`src/mem_pkg.sv`:
```
/* shared types and sizing constants for the two-bank memory model
   address, block, tag and command types plus size and latency values */

package mem_pkg;

    //////////////////////////////////////////////////////////////////////
    // bus types
    //////////////////////////////////////////////////////////////////////

    typedef logic [31:0] ADDR;      // processor byte address
    typedef logic [63:0] MEM_BLOCK; // one 8-byte block
    typedef logic [3:0]  MEM_TAG;   // global tag, 0 means none or refused
    typedef logic [2:0]  BANK_TAG;  // bank-local tag, 0 means none

    // processor command encoding
    typedef enum logic [1:0] {
        MEM_NONE  = 2'h0,
        MEM_LOAD  = 2'h1,
        MEM_STORE = 2'h2
    } mem_command_t;

    //////////////////////////////////////////////////////////////////////
    // sizing
    //////////////////////////////////////////////////////////////////////

    localparam int MEM_SIZE_IN_BYTES     = 2048;  // 256 blocks in total
    localparam int BANK_LINES            = 128;   // blocks held by each bank
    localparam int NUM_BANK_TAGS         = 7;     // local tags 1..7 per bank
    localparam int MEM_LATENCY_IN_CYCLES = 4;     // fixed countdown per op

    // address bit that interleaves the two banks
    localparam int BANK_SEL_BIT = 3;

    // line index width inside a bank
    localparam int LINE_BITS = $clog2(BANK_LINES);

    // countdown width, must hold the full latency value
    localparam int CNT_BITS = $clog2(MEM_LATENCY_IN_CYCLES + 1);

endpackage

```
`src/mem_dispatch.sv`:
```
/* command dispatcher: address check, bank routing by address bit 3
   and merge of the bank accept tags into one global tag */

`timescale 1ns/1ps

module mem_dispatch (
    input  logic                          clock,
    input  logic                          rst_n,
    input  mem_pkg::ADDR                  proc2mem_addr,
    input  mem_pkg::MEM_BLOCK             proc2mem_data,
    input  mem_pkg::mem_command_t         proc2mem_command,
    input  mem_pkg::BANK_TAG              accept_tag_0,     // registered in bank 0
    input  mem_pkg::BANK_TAG              accept_tag_1,     // registered in bank 1
    output mem_pkg::mem_command_t         bank_command_0,
    output mem_pkg::mem_command_t         bank_command_1,
    output logic [mem_pkg::LINE_BITS-1:0] bank_line,
    output mem_pkg::MEM_BLOCK             bank_data,
    output mem_pkg::MEM_TAG               mem2proc_transaction_tag
);
    import mem_pkg::*;

    logic addr_ok;    // aligned and inside the memory
    logic bank_sel;   // bank picked for this cycle's command
    logic sel_q;      // bank that was addressed at the last edge

    //////////////////////////////////////////////////////////////////////
    // routing
    //////////////////////////////////////////////////////////////////////

    assign addr_ok  = (proc2mem_addr[2:0] == 3'b000) &&
                      (proc2mem_addr < ADDR'(MEM_SIZE_IN_BYTES));
    assign bank_sel = proc2mem_addr[BANK_SEL_BIT];

    // a bad address or an idle cycle leaves both banks idle
    always_comb begin
        bank_command_0 = MEM_NONE;
        bank_command_1 = MEM_NONE;
        if (addr_ok) begin
            if (bank_sel) begin
                bank_command_1 = proc2mem_command;
            end else begin
                bank_command_0 = proc2mem_command;
            end
        end
    end

    // block index inside the bank sits just above the bank bit
    assign bank_line = proc2mem_addr[BANK_SEL_BIT+LINE_BITS:BANK_SEL_BIT+1];
    assign bank_data = proc2mem_data;   // same payload to both banks

    //////////////////////////////////////////////////////////////////////
    // accept tag merge
    //////////////////////////////////////////////////////////////////////

    // remembers which bank the answering tag comes from
    always_ff @(posedge clock or negedge rst_n) begin
        if (!rst_n) begin
            sel_q <= 1'b0;
        end else begin
            sel_q <= bank_sel;
        end
    end

    // bank 1 tags are offset by 8, a zero local tag stays zero
    always_comb begin
        mem2proc_transaction_tag = '0;
        if (sel_q) begin
            if (accept_tag_1 != '0) begin
                mem2proc_transaction_tag = {1'b1, accept_tag_1};
            end
        end else begin
            mem2proc_transaction_tag = {1'b0, accept_tag_0};
        end
    end

endmodule

```
`config.mk`:
```
export PLATFORM = sky130hd
export DESIGN_NAME = mem_dispatch
export DESIGN_NICKNAME = d
export VERILOG_FILES = /design/src/mem_pkg.sv /design/src/mem_dispatch.sv
export SDC_FILE = /design/constraint.sdc
export NUM_CORES = 1
export LEC_CHECK = 0
export BUFFER_PORTS_ARGS = -buffer_cell sky130_fd_sc_hd__clkbuf_2
export CAP_MARGIN = 10
export CORE_AREA = 4 4 70 72
export CTS_BUF_LIST = sky130_fd_sc_hd__clkbuf_8
export DETAILED_ROUTE_END_ITERATION = 16
export DIE_AREA = 0 0 74 76
export PLACE_DENSITY = 0.72
export SLEW_MARGIN = 20
export SYNTH_ARGS = -nofsm -noshare
export SYNTH_HDL_FRONTEND = slang
export SYNTH_SLANG_ARGS = --single-unit
```
`constraint.sdc`:
```
create_clock -name clock -period 1.35 [get_ports clock]
set_input_delay 0.2025 -clock clock [delete_from_list [all_inputs] [get_ports clock]]
set_output_delay 0.2025 -clock clock [all_outputs]
set_load 0.02 [all_outputs]
```
Word level (Yosys, flattened, before mapping)
Cells that the tools add are included.
- order comparisons: 1
- muxes and demuxes: 6
- reductions and logical operators: 3
- operator list (operator ; count):
    less-than comparator 32 x 12 -> 1 bit (second input constant) ; 1
    2-to-1 mux 2 bit ; 4
    2-to-1 mux 4 bit ; 2
    zero test 3 bit ; 1
    nonzero test 3 bit ; 1
    logical AND 1 bit ; 1
- register bits after elaboration: 1
- bits of input ports: 106
- output and inout bits: 79

Depth between registers and ports, before layout
Gate-level depths: netlist (run 1).
- depth in word-level cells: 3
- mapped depth: 3
- depth with buffers taken out: 3

Worst setup path before layout (run 1)
No wires, ideal clock.
- path type: input-to-output
- start: in proc2mem_addr[21]
- end: out bank_command_0[1]
- arrival time: 1.369 ns
- data required time: 1.148 ns
- path slack: -0.221 ns
- cell stages on the path: 3
- buffers on the path: 0
- cells stage by stage: nor4_1 > nand4_1 > nor4_1
- longest elaborated chain between the ends: 3
- RTL lines (element ; line ; source):
    start, declared ; mem_dispatch.sv:9 ; input mem_pkg::ADDR proc2mem_addr,
    less-than comparator 32 x 12 -> 1 bit ; mem_dispatch.sv:31 ; (proc2mem_addr < ADDR'(MEM_SIZE_IN_BYTES));
    logical AND 1 bit ; mem_dispatch.sv:30 ; assign addr_ok = (proc2mem_addr[2:0] == 3'b000) &&
    2-to-1 mux 2 bit ; mem_dispatch.sv:38 ; if (addr_ok) begin
    end, declared ; mem_dispatch.sv:14 ; output mem_pkg::mem_command_t bank_command_0,
No other way between the ends.

Final worst setup path (run 1)
- start: in proc2mem_addr[21]
- end: out bank_command_0[0]
Same word-level chain as after synthesis.

==> out/results.txt, run 1 <==
Core ar. -> 4290 um2
Syn. warnings -> 0
final hold violation count -> 0
die area -> 5620 um2
initial antenna violation count -> 0
Util after Layout -> 13.0%
Port Buffers -> 42
Via Count -> 465
GRT Util Overall -> 5.73%
total design power -> 0.137 mW
Post-DP Area -> 447 um2
count of cell types in the netlist -> 10
maxcap violations -> 0
Largest register FFs -> 1
relative slew slack -> 77.5%
Horiz. Die Dim -> 74 um
largest net degree at the start of global routing -> 6
min Tclk post-route -> 1.54 ns
Post-DP HPWL -> 1690 um
fin nets -> 174
cell area after layout -> 557 um2
P_leak -> 0.282 nW
Post-Synthesis Cell Area -> 691 um2
GR Overflow Total -> 0
Setup crit end kind -> output pin
CP peak stage delay -> 0.31 ns
post-synthesis sequential area ratio -> 3.62%
largest registers -> sel_q x1
routed len/inst -> 16.8 um
critical path type -> input pin to output pin
CP Max Fanout -> 4
I/O pins -> 185
vias per inst -> 3.94
worst IR drop on VDD -> 59.3 uV
status -> finished, violations left
final worst setup slack -> -0.187 ns
vias in the first global route -> 474
Area Growth Syn to Fin -> -19.4%
CP arrival -> 1.33 ns
Max Freq -> 0.651 GHz
1st-pass router iterations -> 3
RSZ-0062 raised after global routing -> yes
cell area power density -> 246 nW/um2
commonest non-fill, non-tap cell in the layout -> clkbuf_2
GP Congestion -> 0.630
post-synthesis instance total -> 91
#FFs+latches synth -> 1
Critical Path, Cell by Cell -> clkbuf_2 -> nor4_1 -> nand4_1 -> buf_6 -> nor4b_4 -> buf_4
hold slack -> 0.405 ns
share of layout cells above drive strength 1 -> 81.8%
Finished Layout Cells -> 118
slowest CP cell -> nor4_1
commonest cells after routing, fill and taps aside -> 37 x clkbuf_2, 5 x nor4_1, 4 x buf_6, 4 x buf_4, 3 x mux2_2
Post-Place Cells -> 115
# diodes -> 0
Initial Util -> 16.1%
Die Y-Extent -> 76 um
Pins Over Slew Limit -> 0
FP Rows -> 24
Biggest register -> sel_q
crit share post-route -> 114%
type of the worst min-delay path -> input pin to output pin
synthesized area per cell -> 7.59 um2
Setup-failing EPs final -> 4
initial drt markers -> 4
data required time of the worst path -> 1.15 ns
post-route ant nets -> 0
crit start category -> input pin
Syn Nets -> 197
Worst-Margin Slew -> 0.335 ns
remaining routing DRC violations -> 0
total length of routed wires -> 1990 um
global-route wire length before repair -> 2480 um
failing checks -> setup timing
[logic make-up (layout without fill, tap and decap cells)]
family | Yosys count | count (layout) | share of synthesized area [%]
AOI/OAI and AO/OA | 1 | 1 | 1.27
DFF | 1 | 1 | 3.62
and+or+nand+nor | 14 | 14 | 12.5
muxes | 3 | 3 | 4.89
buffers and inverters | 72 | 47 | 77.7
[power by group]
| part | total [mW] | internal [mW] | switching (mW) |
|---|---|---|---|
| combinational | 0.103 | 0.0569 | 0.0463 |
| sequential | 0.0340 | 0.0321 | 0.00198 |
| clock | 0 | 0 | 0 |
| total | 0.137 | 0.0890 | 0.0483 |
[worst max-delay path: cells and delay by family]
family,cells,cell delay (ns)
buffers and inverters,3,0.42
and+or+nand+nor,3,0.71
[area by class of cell]
cell class / count / area [um2]
fillers: 509 / 3740
inverters: 1 / 3.75
multi-input cells: 18 / 193
repair buffers: 46 / 270
well taps: 52 / 65.1
flip-flops and latches: 1 / 25.0
[Yosys cell counts, drive strengths merged]
cell type	instances	area (um2)
mux2	3	33.8
nor4	7	43.8
dfrtp	1	25.0
o31a	1	8.76
nand2	3	11.3
nor3	2	10.0
nand4	1	6.26
inv	1	3.75
nor4b	1	15.0
buf	71	533
[through the flow]
| stage | setup slack (ns) | setup TNS, ns |
|---|---|---|
| 2_1_floorplan | -0.0676 | -0.206 |
| 3_3_place_gp | -0.296 | -1.01 |
| 3_5_place_dp | -0.369 | -1.34 |
| 4_1_cts | -0.225 | -0.745 |
| 5_1_grt | -0.283 | -1.01 |
| 6_report | -0.187 | -0.665 |
[layer usage]
metal / share of wire, % / global-route usage, % / vias up
li1: - / - / 177
met1: 27 / 4.97 / 179
met2: 38 / 6.74 / 71
met3: 24 / 5.28 / 38
met4: 11 / 7.07 / 0
met5: 0 / 0 / -
[worst paths after layout]
kind	cells past startpoint	endpoint	start
max	6	bank_command_0[0]	proc2mem_addr[21]
min	0	bank_data[19]	proc2mem_data[19]
max in group asynchronous	2	sel_q$_DFF_PN0_	rst_n
min in group asynchronous	2	sel_q$_DFF_PN0_	rst_n
[what timing repair did]
item                                   CTS  global route
pin swaps                                0             2
gates cloned                             0             0
endpoints found under the hold margin    1             0
hold buffers                             1             0
resized for setup                        4            18
setup buffers                            0             2
setup endpoints to repair                4             4
Note: power is estimated with default switching activity, not from simulation.
==> run 2, diff against run 1 <==
--- a/config.mk
+++ b/config.mk
@@ -11,7 +11,7 @@
 export CTS_BUF_LIST = sky130_fd_sc_hd__clkbuf_8
 export DETAILED_ROUTE_END_ITERATION = 16
 export DIE_AREA = 0 0 74 76
-export PLACE_DENSITY = 0.72
+export PLACE_DENSITY = 0.65
 export SLEW_MARGIN = 20
 export SYNTH_ARGS = -nofsm -noshare
 export SYNTH_HDL_FRONTEND = slang
==> run 2 against run 1 <==
  * The run still ends with setup timing left
  * Sequential cell count unchanged
  * Sequential share of layout area decreased by 0.21 points
  * First-iteration DRC count decreased by 50%
  * Critical path depth unchanged
  * Cell count decreased by 0.85%
  * Final area increased by 4.9%
  * Sequential power about the same
  * Fmax increased by 1.6%
  * Critical path type unchanged
  * Highest routed layer unchanged
==> out/results.txt, run 2 (same netlist as run 1, synthesis figures left out) <==
commonest non-fill, non-tap cell in the layout -> clkbuf_2
Util after Layout -> 13.6% (+0.64 points)
maxcap violations -> 0 (unchanged)
commonest cells after routing, fill and taps aside -> 35 x clkbuf_2, 5 x buf_4, 4 x nor4_4, 4 x buf_6, 3 x mux2_2
final worst setup slack -> -0.164 ns (+0.0236 ns)
I/O pins -> 185 (unchanged)
initial antenna violation count -> 0 (unchanged)
Post-DP Area -> 454 um2 (+1.7%)
Max Freq -> 0.661 GHz (+1.6%)
min Tclk post-route -> 1.51 ns (-0.0236 ns)
global-route wire length before repair -> 2420 um (-2.3%)
vias per inst -> 3.83 (-2.8%)
Port Buffers -> 42 (unchanged)
pre-CTS setup slack -> -0.335 ns (+0.0341 ns)
data required time of the worst path -> 1.15 ns (about the same)
Die Y-Extent -> 76 um (unchanged)
Pins Over Slew Limit -> 0 (unchanged)
Setup crit end kind -> output pin
initial drt markers -> 2 (-2)
cell area after layout -> 584 um2 (+4.9%)
Core ar. -> 4290 um2 (unchanged)
Via Count -> 448 (-3.7%)
vias in the first global route -> 477 (+0.63%)
CP arrival -> 1.31 ns (-0.02 ns)
Setup-failing EPs final -> 4 (unchanged)
Biggest register -> sel_q
GR Overflow Total -> 0 (unchanged)
multi-input logic area -> 223 um2 (+16%)
Area Growth Syn to Fin -> -15.4%
crit share post-route -> 112% (-1.8 points)
remaining routing DRC violations -> 0 (unchanged)
failing checks -> setup timing
1st-pass router iterations -> 2 (-1)
Initial Util -> 16.1% (unchanged)
RSZ-0062 raised after global routing -> yes
fin nets -> 173 (-0.57%)
total length of routed wires -> 1830 um (-7.8%)
status -> finished, violations left
total design power -> 0.152 mW (+11%)
# diodes -> 0 (unchanged)
cell area power density -> 261 nW/um2 (+5.9%)
Largest register FFs -> 1 (unchanged)
share of layout cells above drive strength 1 -> 87.7% (+5.9 points)
crit start category -> input pin
filler cell count -> 499 (-2.0%)
largest net degree at the start of global routing -> 6 (unchanged)
Worst Hold Path EP -> bank_data[17]
CP Max Fanout -> 4 (unchanged)
routed len/inst -> 15.7 um (-7.0%)
hold path cells -> 0 (unchanged)
relative slew slack -> 80.6% (+3.2 points)
GP Congestion -> 0.628 (-0.35%)
Worst Hold Launch -> proc2mem_data[17]
area occupied by registers -> 25.0 um2 (unchanged)
P_leak -> 0.261 nW (-7.7%)
FP Rows -> 24 (unchanged)
Horiz. Die Dim -> 74 um (unchanged)
die area -> 5620 um2 (unchanged)
Post-DP HPWL -> 1620 um (-4.4%)
final hold violation count -> 0 (unchanged)
largest registers -> sel_q x1
Worst-Margin Slew -> 0.288 ns (-0.0468 ns)
critical path type -> input pin to output pin
type of the worst min-delay path -> input pin to output pin
hold slack -> 0.405 ns (unchanged)
GRT Util Overall -> 5.52% (-0.21 points)
worst IR drop on VDD -> 64.0 uV (+8.0%)
post-route ant nets -> 0 (unchanged)
[run 2: power by group]
group          leakage, nW  total (mW)  internal, mW  switching (mW)
sequential          0.0117      0.0342        0.0321         0.00211
combinational        0.249       0.118        0.0640          0.0543
clock                    0           0             0               0
[run 2: repair_timing]
item                                    in CTS  in global routing
endpoints found under the setup margin       4                  4
gates resized for setup                      9                 18
cloned                                       0                  0
setup buffers                                2                  0
endpoints found under the hold margin        1                  0
hold buffers                                 1                  0
pin swaps                                    3                  6
[run 2: layer usage]
metal	track usage (%)	routed length, um	up-vias
li1	-	-	175
met1	5.05	478	185
met2	8.33	843	54
met3	3.43	352	34
met4	4.71	159	0
met5	0	0	-
[run 2: worst max-delay path, stage by stage]
cell and delay, ns:
buf_6 0.10, nor4_4 0.28, nand4_1 0.14, buf_6 0.16, nor4b_4 0.26, buf_4 0.18
[run 2: worst max path at each step]
stage | to | depth (start not counted) | slack (ns) | start
after floorplan | bank_command_1[0] | 3 | -0.07 | proc2mem_addr[21]
after global placement | bank_command_1[0] | 5 | -0.34 | proc2mem_addr[22]
after detailed placement | bank_command_1[0] | 5 | -0.34 | proc2mem_addr[22]
after CTS | bank_command_0[0] | 7 | -0.24 | proc2mem_addr[1]
after global routing | bank_command_0[0] | 6 | -0.22 | proc2mem_addr[15]
final | bank_command_0[0] | 6 | -0.16 | proc2mem_addr[15]
[run 2: area by class of cell]
| class | instances | share of cell area (%) |
|---|---|---|
| Timing Repair Buffer | 45 | 45.8 |
| Multi-Input combinational cell | 18 | 38.1 |
| Tap cell | 52 | 11.1 |
| Sequential cell | 1 | 4.28 |
| Inverter | 1 | 0.642 |
[run 2: stage by stage]
step,std cells,setup TNS (ns)
2_1_floorplan,91,-0.206
3_3_place_gp,116,-1.05
3_5_place_dp,116,-1.15
4_1_cts,119,-0.889
5_1_grt,117,-0.690
6_report,117,-0.480
