File: src/mem_pkg.sv
/* shared types and sizing constants for the two-bank memory model
   address, block, tag and command types plus size and latency values */

package mem_pkg;

    //////////////////////////////////////////////////////////////////////
    // bus types
    //////////////////////////////////////////////////////////////////////

    typedef logic [31:0] ADDR;      // processor byte address
    typedef logic [63:0] MEM_BLOCK; // one 8-byte block
    typedef logic [3:0]  MEM_TAG;   // global tag, 0 means none or refused
    typedef logic [2:0]  BANK_TAG;  // bank-local tag, 0 means none

    // processor command encoding
    typedef enum logic [1:0] {
        MEM_NONE  = 2'h0,
        MEM_LOAD  = 2'h1,
        MEM_STORE = 2'h2
    } mem_command_t;

    //////////////////////////////////////////////////////////////////////
    // sizing
    //////////////////////////////////////////////////////////////////////

    localparam int MEM_SIZE_IN_BYTES     = 2048;  // 256 blocks in total
    localparam int BANK_LINES            = 128;   // blocks held by each bank
    localparam int NUM_BANK_TAGS         = 7;     // local tags 1..7 per bank
    localparam int MEM_LATENCY_IN_CYCLES = 4;     // fixed countdown per op

    // address bit that interleaves the two banks
    localparam int BANK_SEL_BIT = 3;

    // line index width inside a bank
    localparam int LINE_BITS = $clog2(BANK_LINES);

    // countdown width, must hold the full latency value
    localparam int CNT_BITS = $clog2(MEM_LATENCY_IN_CYCLES + 1);

endpackage

File: src/mem_return_merge.sv
/* return merger: round-robin grant between the two banks and the
   registered returned-data bus with its global tag */

`timescale 1ns/1ps

module mem_return_merge (
    input  logic              clock,
    input  logic              rst_n,
    input  logic              done_valid_0,
    input  mem_pkg::BANK_TAG  done_tag_0,
    input  mem_pkg::MEM_BLOCK done_data_0,
    input  logic              done_valid_1,
    input  mem_pkg::BANK_TAG  done_tag_1,
    input  mem_pkg::MEM_BLOCK done_data_1,
    output logic              done_ready_0,
    output logic              done_ready_1,
    output mem_pkg::MEM_BLOCK mem2proc_data,
    output mem_pkg::MEM_TAG   mem2proc_data_tag   // 0 when nothing returns
);
    import mem_pkg::*;

    logic   prio_1;     // bank 1 wins a tie when set
    logic   both_req;   // both banks offer a load
    MEM_TAG win_tag;    // global tag of the granted load

    //////////////////////////////////////////////////////////////////////
    // arbitration
    //////////////////////////////////////////////////////////////////////

    assign both_req = done_valid_0 && done_valid_1;

    assign done_ready_0 = done_valid_0 && (!done_valid_1 || !prio_1);
    assign done_ready_1 = done_valid_1 && (!done_valid_0 || prio_1);

    // bank 1 tags sit in the upper half of the global range
    always_comb begin
        if (done_ready_0) begin
            win_tag = {1'b0, done_tag_0};
        end else if (done_ready_1) begin
            win_tag = {1'b1, done_tag_1};
        end else begin
            win_tag = '0;
        end
    end

    // priority only moves on a real conflict
    always_ff @(posedge clock or negedge rst_n) begin
        if (!rst_n) begin
            prio_1 <= 1'b0;
        end else if (both_req) begin
            prio_1 <= ~prio_1;
        end
    end

    //////////////////////////////////////////////////////////////////////
    // return bus
    //////////////////////////////////////////////////////////////////////

    always_ff @(posedge clock or negedge rst_n) begin
        if (!rst_n) begin
            mem2proc_data_tag <= '0;
        end else begin
            mem2proc_data_tag <= win_tag;   // one cycle pulse per returned load
        end
    end

    // data only meaningful alongside a nonzero tag
    always_ff @(posedge clock) begin
        if (done_ready_0) begin
            mem2proc_data <= done_data_0;
        end else if (done_ready_1) begin
            mem2proc_data <= done_data_1;
        end
    end

endmodule

File: config.mk
export PLATFORM = sky130hd
export DESIGN_NAME = mem_return_merge
export DESIGN_NICKNAME = d
export VERILOG_FILES = /design/src/mem_pkg.sv /design/src/mem_return_merge.sv
export SDC_FILE = /design/constraint.sdc
export NUM_CORES = 1
export LEC_CHECK = 0
export ABC_CLOCK_PERIOD_IN_PS = 2520
export BUFFER_PORTS_ARGS = -buffer_cell sky130_fd_sc_hd__buf_2
export CAP_MARGIN = 0
export CORE_ASPECT_RATIO = 0.9
export CORE_UTILIZATION = 44
export DETAILED_ROUTE_END_ITERATION = 8
export PLACE_DENSITY = 0.85
export REMOVE_ABC_BUFFERS = 1
export SLEW_MARGIN = 10
export SYNTH_ARGS = -nofsm -noshare
export SYNTH_HDL_FRONTEND = slang
export SYNTH_SLANG_ARGS = --single-unit
File: constraint.sdc
create_clock -name clock -period 2.52 [get_ports clock]
set_input_delay 0.378 -clock clock [delete_from_list [all_inputs] [get_ports clock]]
set_output_delay 0.378 -clock clock [all_outputs]
set_load 0.01 [all_outputs]
## Word level (Yosys, flattened, before mapping)

Cells that the tools add are included.

| operators by class | value |
|---|---|
| muxes and demuxes | 4 |
| bitwise operators | 1 |
| reductions and logical operators | 9 |

Operators with widths:

| kind | count |
|---|---|
| $mux W64 | 2 |
| $mux W4 | 2 |
| $logic_and A1 B1 Y1 | 3 |
| $logic_not A1 Y1 | 3 |
| $logic_or A1 B1 Y1 | 2 |
| $reduce_bool A2 Y1 | 1 |
| $not A1 Y1 | 1 |

| word-level totals | value |
|---|---|
| flip-flop bits (word level) | 69 |
| input bits | 138 |
| word-level logic and storage cells | 17 |

## Depth between registers and ports, before layout

Gate-level depths: netlist (run 1).

| logic depth | value |
|---|---|
| depth after elaboration | 5 |
| mapped depth | 5 |
| mapped depth without buffers | 2 |

## Least setup slack after synthesis (run 1)

No wires, ideal clock.

| timing path | value |
|---|---|
| path kind | input -> register |
| start point | input done_valid_1 |
| end point | register mem2proc_data[0] (enable) |
| arrival | 1.353 ns |
| path slack | 0.772 ns |
| stages | 2 |
| cell sequence | buf_4 > or2_2 |

| on the way | value |
|---|---|
| word-level cells in the longest chain between the ends | 4 |

Ends and longest elaborated chain:

| item | line | source |
|---|---|---|
| start, declared | mem_return_merge.sv:12 | `input logic done_valid_1,` |
| $logic_not A1 Y1 | mem_return_merge.sv:32 | `assign done_ready_0 = done_valid_0 && (!done_valid_1 \|\| !prio_1);` |
| $logic_or A1 B1 Y1 | mem_return_merge.sv:32 |  |
| $logic_and A1 B1 Y1 | mem_return_merge.sv:32 |  |
| $reduce_bool A2 Y1 (no source line) (*) | -- |  |
| end signal, assigned | mem_return_merge.sv:70 | `mem2proc_data <= done_data_0;` |
| end signal, assigned | mem_return_merge.sv:72 | `mem2proc_data <= done_data_1;` |
| end, declared | mem_return_merge.sv:17 | `output mem_pkg::MEM_BLOCK mem2proc_data,` |

Mark *: on every way between the ends. The rest lies on a longest branch, timed or not.
A chain may end at the register's enable or synchronous reset.

## Worst setup path after layout (run 1)

| timing path | value |
|---|---|
| start point | register prio_1 |
| end point | output done_ready_0 |

| on the way | value |
|---|---|
| word-level cells in the longest chain between the ends | 3 |

Ends and longest elaborated chain:

| item | line | source |
|---|---|---|
| start, declared | mem_return_merge.sv:22 | `logic prio_1;` |
| start signal, assigned | mem_return_merge.sv:51 | `prio_1 <= ~prio_1;` |
| $logic_not A1 Y1 | mem_return_merge.sv:32 |  |
| $logic_or A1 B1 Y1 | mem_return_merge.sv:32 |  |
| $logic_and A1 B1 Y1 | mem_return_merge.sv:32 |  |
| end, declared | mem_return_merge.sv:15 | `output logic done_ready_0,` |

Every way passes these cells.

==> results of run 1 <==
==> synth_stat cells <==
cell type | n | share of area, %
a21boi_4 | 1 | 0.64
a32o_1 | 3 | 1.0
and2_1 | 2 | 0.43
buf_4 | 5 | 1.3
buf_6 | 3 | 1.2
dfrtp_1 | 5 | 4.3
edfxtp_1 | 64 | 66
mux2_1 | 16 | 6.2
mux2_2 | 48 | 18
nand2_1 | 1 | 0.13
nand2b_1 | 1 | 0.21
or2_2 | 1 | 0.21
xnor2_1 | 1 | 0.30
==> what timing repair did <==
action,in CTS,in global routing
endpoints found under the hold margin,5,0
hold buffers,1,0
setup buffers,0,0
==> layout by cell type (no fill, tap or decap) <==
cell,instances
mux2_1,16
and2_1,2
xnor2_1,1
or2_2,1
clkinv_2,2
dfrtp_1,5
clkbuf_1,2
clkinvlp_4,1
mux2_2,48
a32o_1,3
buf_2,207
clkbuf_8,9
nand2b_1,1
a21boi_4,1
edfxtp_1,64
clkinv_1,1
bufinv_16,1
nand2_1,1
buf_4,4
dlygate4sd3_1,1
==> final cells by class <==
cell class	count	area, µm²
clock inverters	5	51.30
fillers	472	2062
clock buffers	11	131.4
flip-flops and latches	69	2047
multi-input cells	74	807.0
repair buffers	212	1076
well taps	87	108.9
==> registers in the layout (all words and copies together), names as in the netlist <==
register,flops
mem2proc_data,64
mem2proc_data_tag,4
prio_1,1
==> worst max path at each step <==
stage	startpoint	end	cells after the start	slack [ns]
5_1_grt	prio_1	done_ready_0	3	0.43
6_report	prio_1	done_ready_0	3	0.50
2_1_floorplan	prio_1	mem2proc_data[0]	2	0.19
3_3_place_gp	done_valid_1	mem2proc_data[62]	4	0.70
4_1_cts	prio_1	done_ready_0	3	0.49
3_5_place_dp	done_valid_1	mem2proc_data[0]	4	0.66
==> stage by stage <==
step / cell area (µm²) / total power (µW) / util (%)
after floorplan: 2854 / 1884 / -
after global placement: 4029 / 2179 / 64.12
after detailed placement: 4029 / 2211 / 64.12
after CTS: 4222 / 3053 / 67.18
after global routing: 4222 / 3145 / 67.18
final: 4222 / 3018 / 67.18
==> logic make-up (layout without fill, tap and decap cells) <==
| kind of cell | Yosys count | after routing | synth area share (%) |
|---|---|---|---|
| DFF | 69 | 69 | 69.97 |
| and+or+nand+nor | 5 | 5 | 0.9838 |
| xor gates and xnor gates | 1 | 1 | 0.2995 |
| muxes | 64 | 64 | 24.64 |
| AOI/OAI and AO/OA | 4 | 4 | 1.668 |
| buffers and inverters | 8 | 228 | 2.438 |
==> metal layers <==
layer  global-route usage [%]  share of wire [%]  up-vias  wire (µm)
met3                    5.717                7.1       10        541
li1                         -                  -     1019          -
met5                        0                  0        -          0
met4                    9.016                1.4        0        104
met2                    39.30                 55       88       4139
met1                    22.71                 37     1000       2800
==> power breakdown <==
part           leakage, µW  switching [µW]  internal (µW)
clock network    0.0000907             388            451
registers         0.000713            46.9           1450
logic              0.00112             326            353
==> impl_metrics.env, run 1 <==
export IMPL_status="complete, no violations"
export IMPL_ys_seq_area_share_pct=69.97
export IMPL_dieWidth_um=87.95
export IMPL_start_util_pct=46.56
export IMPL_critical_path_buf_inv_count=2
export IMPL_clock_sinks=69
export IMPL_regToRegStartpoint="prio_1"
export IMPL_dieHeight_um=79.36
export IMPL_ir_worst_vdd_mv=0.3582
export IMPL_grt_pass1_wl_um=10730
export IMPL_drtIter0Drc=66
export IMPL_placed_cells=441
export IMPL_cp_max_fo=43
export IMPL_place_ws_ns=0.6615
export IMPL_gr_total_overflow=0
export IMPL_rsz0062_at_grt="false"
export IMPL_routabilityCongestion=0.7172
export IMPL_rows=27
export IMPL_fin_crit_ns=2.016
export IMPL_cts_tree="built"
export IMPL_max_freq_mhz=496.1
export IMPL_cts_buffer_depth=2
export IMPL_antenna_cells=0
export IMPL_maxSlewHeadroom_pct=62.06
export IMPL_critPathMaxStageDelay_ns=0.47
export IMPL_avgSynthCellArea_um2=19.37
export IMPL_critPathKind="reg -> out"
export IMPL_fin_hold_ws_ns=0.2832
export IMPL_drv_cap=0
export IMPL_worst_pin_slew_ns=0.5691
export IMPL_grt_max_degree=44
export IMPL_p_per_area_nw_per_um2=714.9
export IMPL_min_delay_start="done_tag_0[0]"
export IMPL_antenna_found_initial=0
export IMPL_synthToLayoutAreaGrowth_pct=44.31
export IMPL_nets=504
export IMPL_cts_buffers=9
export IMPL_avgViaCountPerCell=4.622
export IMPL_hold_end="mem2proc_data_tag[0]"
export IMPL_fin_ws_ns=0.5043
export IMPL_netlist_instances=151
export IMPL_cts_htree_levels=3
export IMPL_ioPinCount=208
export IMPL_ctsResizeCount=0
export IMPL_critPathRequiredTime_ns=2.14
export IMPL_hp_class="in -> reg"
export IMPL_finalCritPeriodShare_pct=79.99
export IMPL_hpwl_um=5865
export IMPL_port_buffers=207
export IMPL_crit_slowest_cell="buf_4"
export IMPL_synth_area_um2=2925
export IMPL_remaining_drc_errors=0
export IMPL_cts_root_buf="clkbuf_8"
export IMPL_crit_arrival_ns=1.64
export IMPL_ys_warn_count=0
export IMPL_post_drt_wl_per_cell_um=16.56
export IMPL_r2r_worst_path_cells=3
export IMPL_synth_seq_cells=69
export IMPL_reg2reg_to="mem2proc_data[43]"
export IMPL_whs_path_depth=2
export IMPL_wl_um=7585
export IMPL_vias=2117
export IMPL_critPathTopFamily="buffers and inverters"
export IMPL_finalNonFillerCells=458
export IMPL_end_kind="output pin"
export IMPL_core_area_um2=6284
export IMPL_grt_pass1_vias=2150
export IMPL_drive_gt1_share_pct=73.85
export IMPL_track_usage_pct=21.35
export IMPL_ff2ff_setup_slack_ns=0.79
export IMPL_clkTransAtPathRegs_ns=0.07
export IMPL_final_hold_violation_count=0
export IMPL_insertion_delay_ns=0.33
export IMPL_start_kind="register"
export IMPL_setup_tns_ns=0
export IMPL_synth_cell_types=13
export IMPL_final_max_slew_violation_count=0
export IMPL_die_area_um2=6979
export IMPL_skew_ns=0.008767
export IMPL_crit_chain="a21boi_4 -> buf_4 -> buf_2"
export IMPL_dr_pass1_iters=4
export IMPL_p_leak_uw=0.001921
export IMPL_ant_nets=0
export IMPL_setup_viol=0
Note: power is estimated with default switching activity, not from simulation.
==> run 2, diff against run 1 <==
--- a/config.mk
+++ b/config.mk
@@ -5,13 +5,13 @@
 export SDC_FILE = /design/constraint.sdc
 export NUM_CORES = 1
 export LEC_CHECK = 0
-export ABC_CLOCK_PERIOD_IN_PS = 2520
+export ABC_CLOCK_PERIOD_IN_PS = 1700
 export BUFFER_PORTS_ARGS = -buffer_cell sky130_fd_sc_hd__buf_2
 export CAP_MARGIN = 0
 export CORE_ASPECT_RATIO = 0.9
-export CORE_UTILIZATION = 44
+export CORE_UTILIZATION = 37
 export DETAILED_ROUTE_END_ITERATION = 8
-export PLACE_DENSITY = 0.85
+export PLACE_DENSITY = 0.77
 export REMOVE_ABC_BUFFERS = 1
 export SLEW_MARGIN = 10
 export SYNTH_ARGS = -nofsm -noshare
==> constraint.sdc (replaced) <==
create_clock -name clock -period 1.7 [get_ports clock]
set_input_delay 0.255 -clock clock [delete_from_list [all_inputs] [get_ports clock]]
set_output_delay 0.255 -clock clock [all_outputs]
set_load 0.01 [all_outputs]
==> impl_metrics.env, run 2 (same netlist as run 1, synthesis figures left out) <==
export IMPL_grtUsageMet1_pct=16.66
export IMPL_dieWidth_um=95.73
export IMPL_cts_tree="built"
export IMPL_crit_chain="a21boi_4 -> buf_12 -> buf_2"
export IMPL_finalNonFillerCells=467
export IMPL_crit_slowest_cell="dfrtp_1"
export IMPL_ir_worst_vdd_mv=0.6895
export IMPL_antenna_cells=0
export IMPL_cts_buffers=9
export IMPL_hp_class="in -> reg"
export IMPL_start_kind="register"
export IMPL_die_area_um2=8266
export IMPL_ioPinCount=208
export IMPL_fin_crit_ns=1.622
export IMPL_rsz0062_at_grt="false"
export IMPL_start_util_pct=38.58
export IMPL_finalCritPeriodShare_pct=95.41
export IMPL_remaining_drc_errors=0
export IMPL_met3_usage_pct=5.439
export IMPL_layout_commonest_cell="buf_2"
export IMPL_final_hold_violation_count=0
export IMPL_nets=504
export IMPL_synthToLayoutAreaGrowth_pct=47.18
export IMPL_ant_nets=0
export IMPL_top_regs="mem2proc_data (64), mem2proc_data_tag (4), prio_1 (1)"
export IMPL_cts_root_buf="clkbuf_8"
export IMPL_max_freq_mhz=616.5
export IMPL_wl_um=6745
export IMPL_avgViaCountPerCell=4.548
export IMPL_vias=2124
export IMPL_top_usage_layer="met2"
export IMPL_regMostFlops="mem2proc_data"
export IMPL_setup_tns_ns=0
export IMPL_skew_ns=0.006977
export IMPL_dr_pass1_iters=4
export IMPL_largest_register_ffs=64
export IMPL_gr_total_overflow=0
export IMPL_routabilityCongestion=0.7303
export IMPL_grt_pass1_wl_um=9763
export IMPL_end_kind="output pin"
export IMPL_port_buffers=207
export IMPL_setup_viol=0
export IMPL_p_per_area_nw_per_um2=1115
export IMPL_rows=30
export IMPL_grtUsageMet2_pct=29.22
export IMPL_critPathRequiredTime_ns=1.44
export IMPL_p_leak_uw=0.001954
export IMPL_maxSlewHeadroom_pct=71.32
export IMPL_placed_cells=450
export IMPL_clock_sinks=69
export IMPL_fin_ws_ns=0.07796
export IMPL_final_max_slew_violation_count=0
export IMPL_place_ws_ns=0.1792
export IMPL_status="complete, no violations"
export IMPL_insertion_delay_ns=0.33
export IMPL_crit_arrival_ns=1.37
export IMPL_grt_pass1_vias=2149
export IMPL_clkTransAtPathRegs_ns=0.07
export IMPL_layout_common_cells="207 x buf_2, 64 x edfxtp_1, 48 x mux2_2"
export IMPL_antenna_found_initial=0
export IMPL_drv_cap=0
export IMPL_drive_gt1_share_pct=73.85
export IMPL_track_usage_pct=16.03
export IMPL_hpwl_um=5281
export IMPL_core_area_um2=7582
export IMPL_drtIter0Drc=54
export IMPL_critPathMaxStageDelay_ns=0.43
export IMPL_post_drt_wl_per_cell_um=14.44
export IMPL_cp_max_fo=34
export IMPL_worst_pin_slew_ns=0.4302
export IMPL_dieHeight_um=86.36
export IMPL_cts_buffer_depth=2
export IMPL_critPathKind="reg -> out"
export IMPL_grt_max_degree=35
export IMPL_cts_htree_levels=3
==> run 2: path summary, 6_finish.rpt <==
| path | start | endpoint | slack [ns] | cells past startpoint |
|---|---|---|---|---|
| setup reg to reg | prio_1 | mem2proc_data[46] | 0.19 | 3 |
| hold / removal | done_tag_0[0] | mem2proc_data_tag[0] | 0.15 | 2 |
| setup / recovery | prio_1 | done_ready_0 | 0.08 | 3 |
| min in group asynchronous | rst_n | mem2proc_data_tag[1] | 0.26 | 2 |
| hold reg to reg | prio_1 | prio_1 | 0.54 | 1 |
| max in group asynchronous | rst_n | prio_1 | 1.31 | 2 |
==> run 2: area by class of cell <==
cell class	instances	area [µm²]
fill	659	3277
clock inverter	5	98.84
timing repair buffer	212	1101
clock buffer	11	131.4
multi-input combinational	74	807.0
tap	96	120.1
sequential	69	2047
==> run 2: what timing repair did <==
item	in CTS	in global routing
endpoints found under the hold margin	5	0
setup buffers	0	0
resized for setup	0	0
hold buffers	1	0
endpoints found under the setup margin	0	0
==> run 2: through the flow <==
stage	hold WS, ns	total power (µW)	instance area (µm²)	utilization, %
4_1_cts	0.1306	4867	4305	56.78
5_1_grt	0.1330	5010	4305	56.78
2_1_floorplan	-0.04059	2793	2854	-
3_3_place_gp	0.07218	3245	4065	53.61
6_report	0.1519	4798	4305	56.78
3_5_place_dp	0.07952	3289	4065	53.61
==> run 2: layer usage <==
metal	wire length, µm	vias to the layer above	share of wire, %
met2	3465	130	51
met3	741	9	11
met1	2445	963	36
li1	-	1022	-
met5	0	-	0
met4	93	0	1.4
==> run 2: worst max-delay path, delay by kind of cell, from the launching register on <==
kind | cells | cell delay, ns
DFF | 1 | 0.43
buffers and inverters | 2 | 0.39
AOI/OAI and AO/OA | 1 | 0.22
==> run 2: report_power, final <==
| part | leakage [µW] | switching, µW | internal, µW |
|---|---|---|---|
| Combinational | 0.00113 | 464 | 545 |
| Clock | 0.000115 | 597 | 970 |
| Sequential | 0.000713 | 70.5 | 2150 |
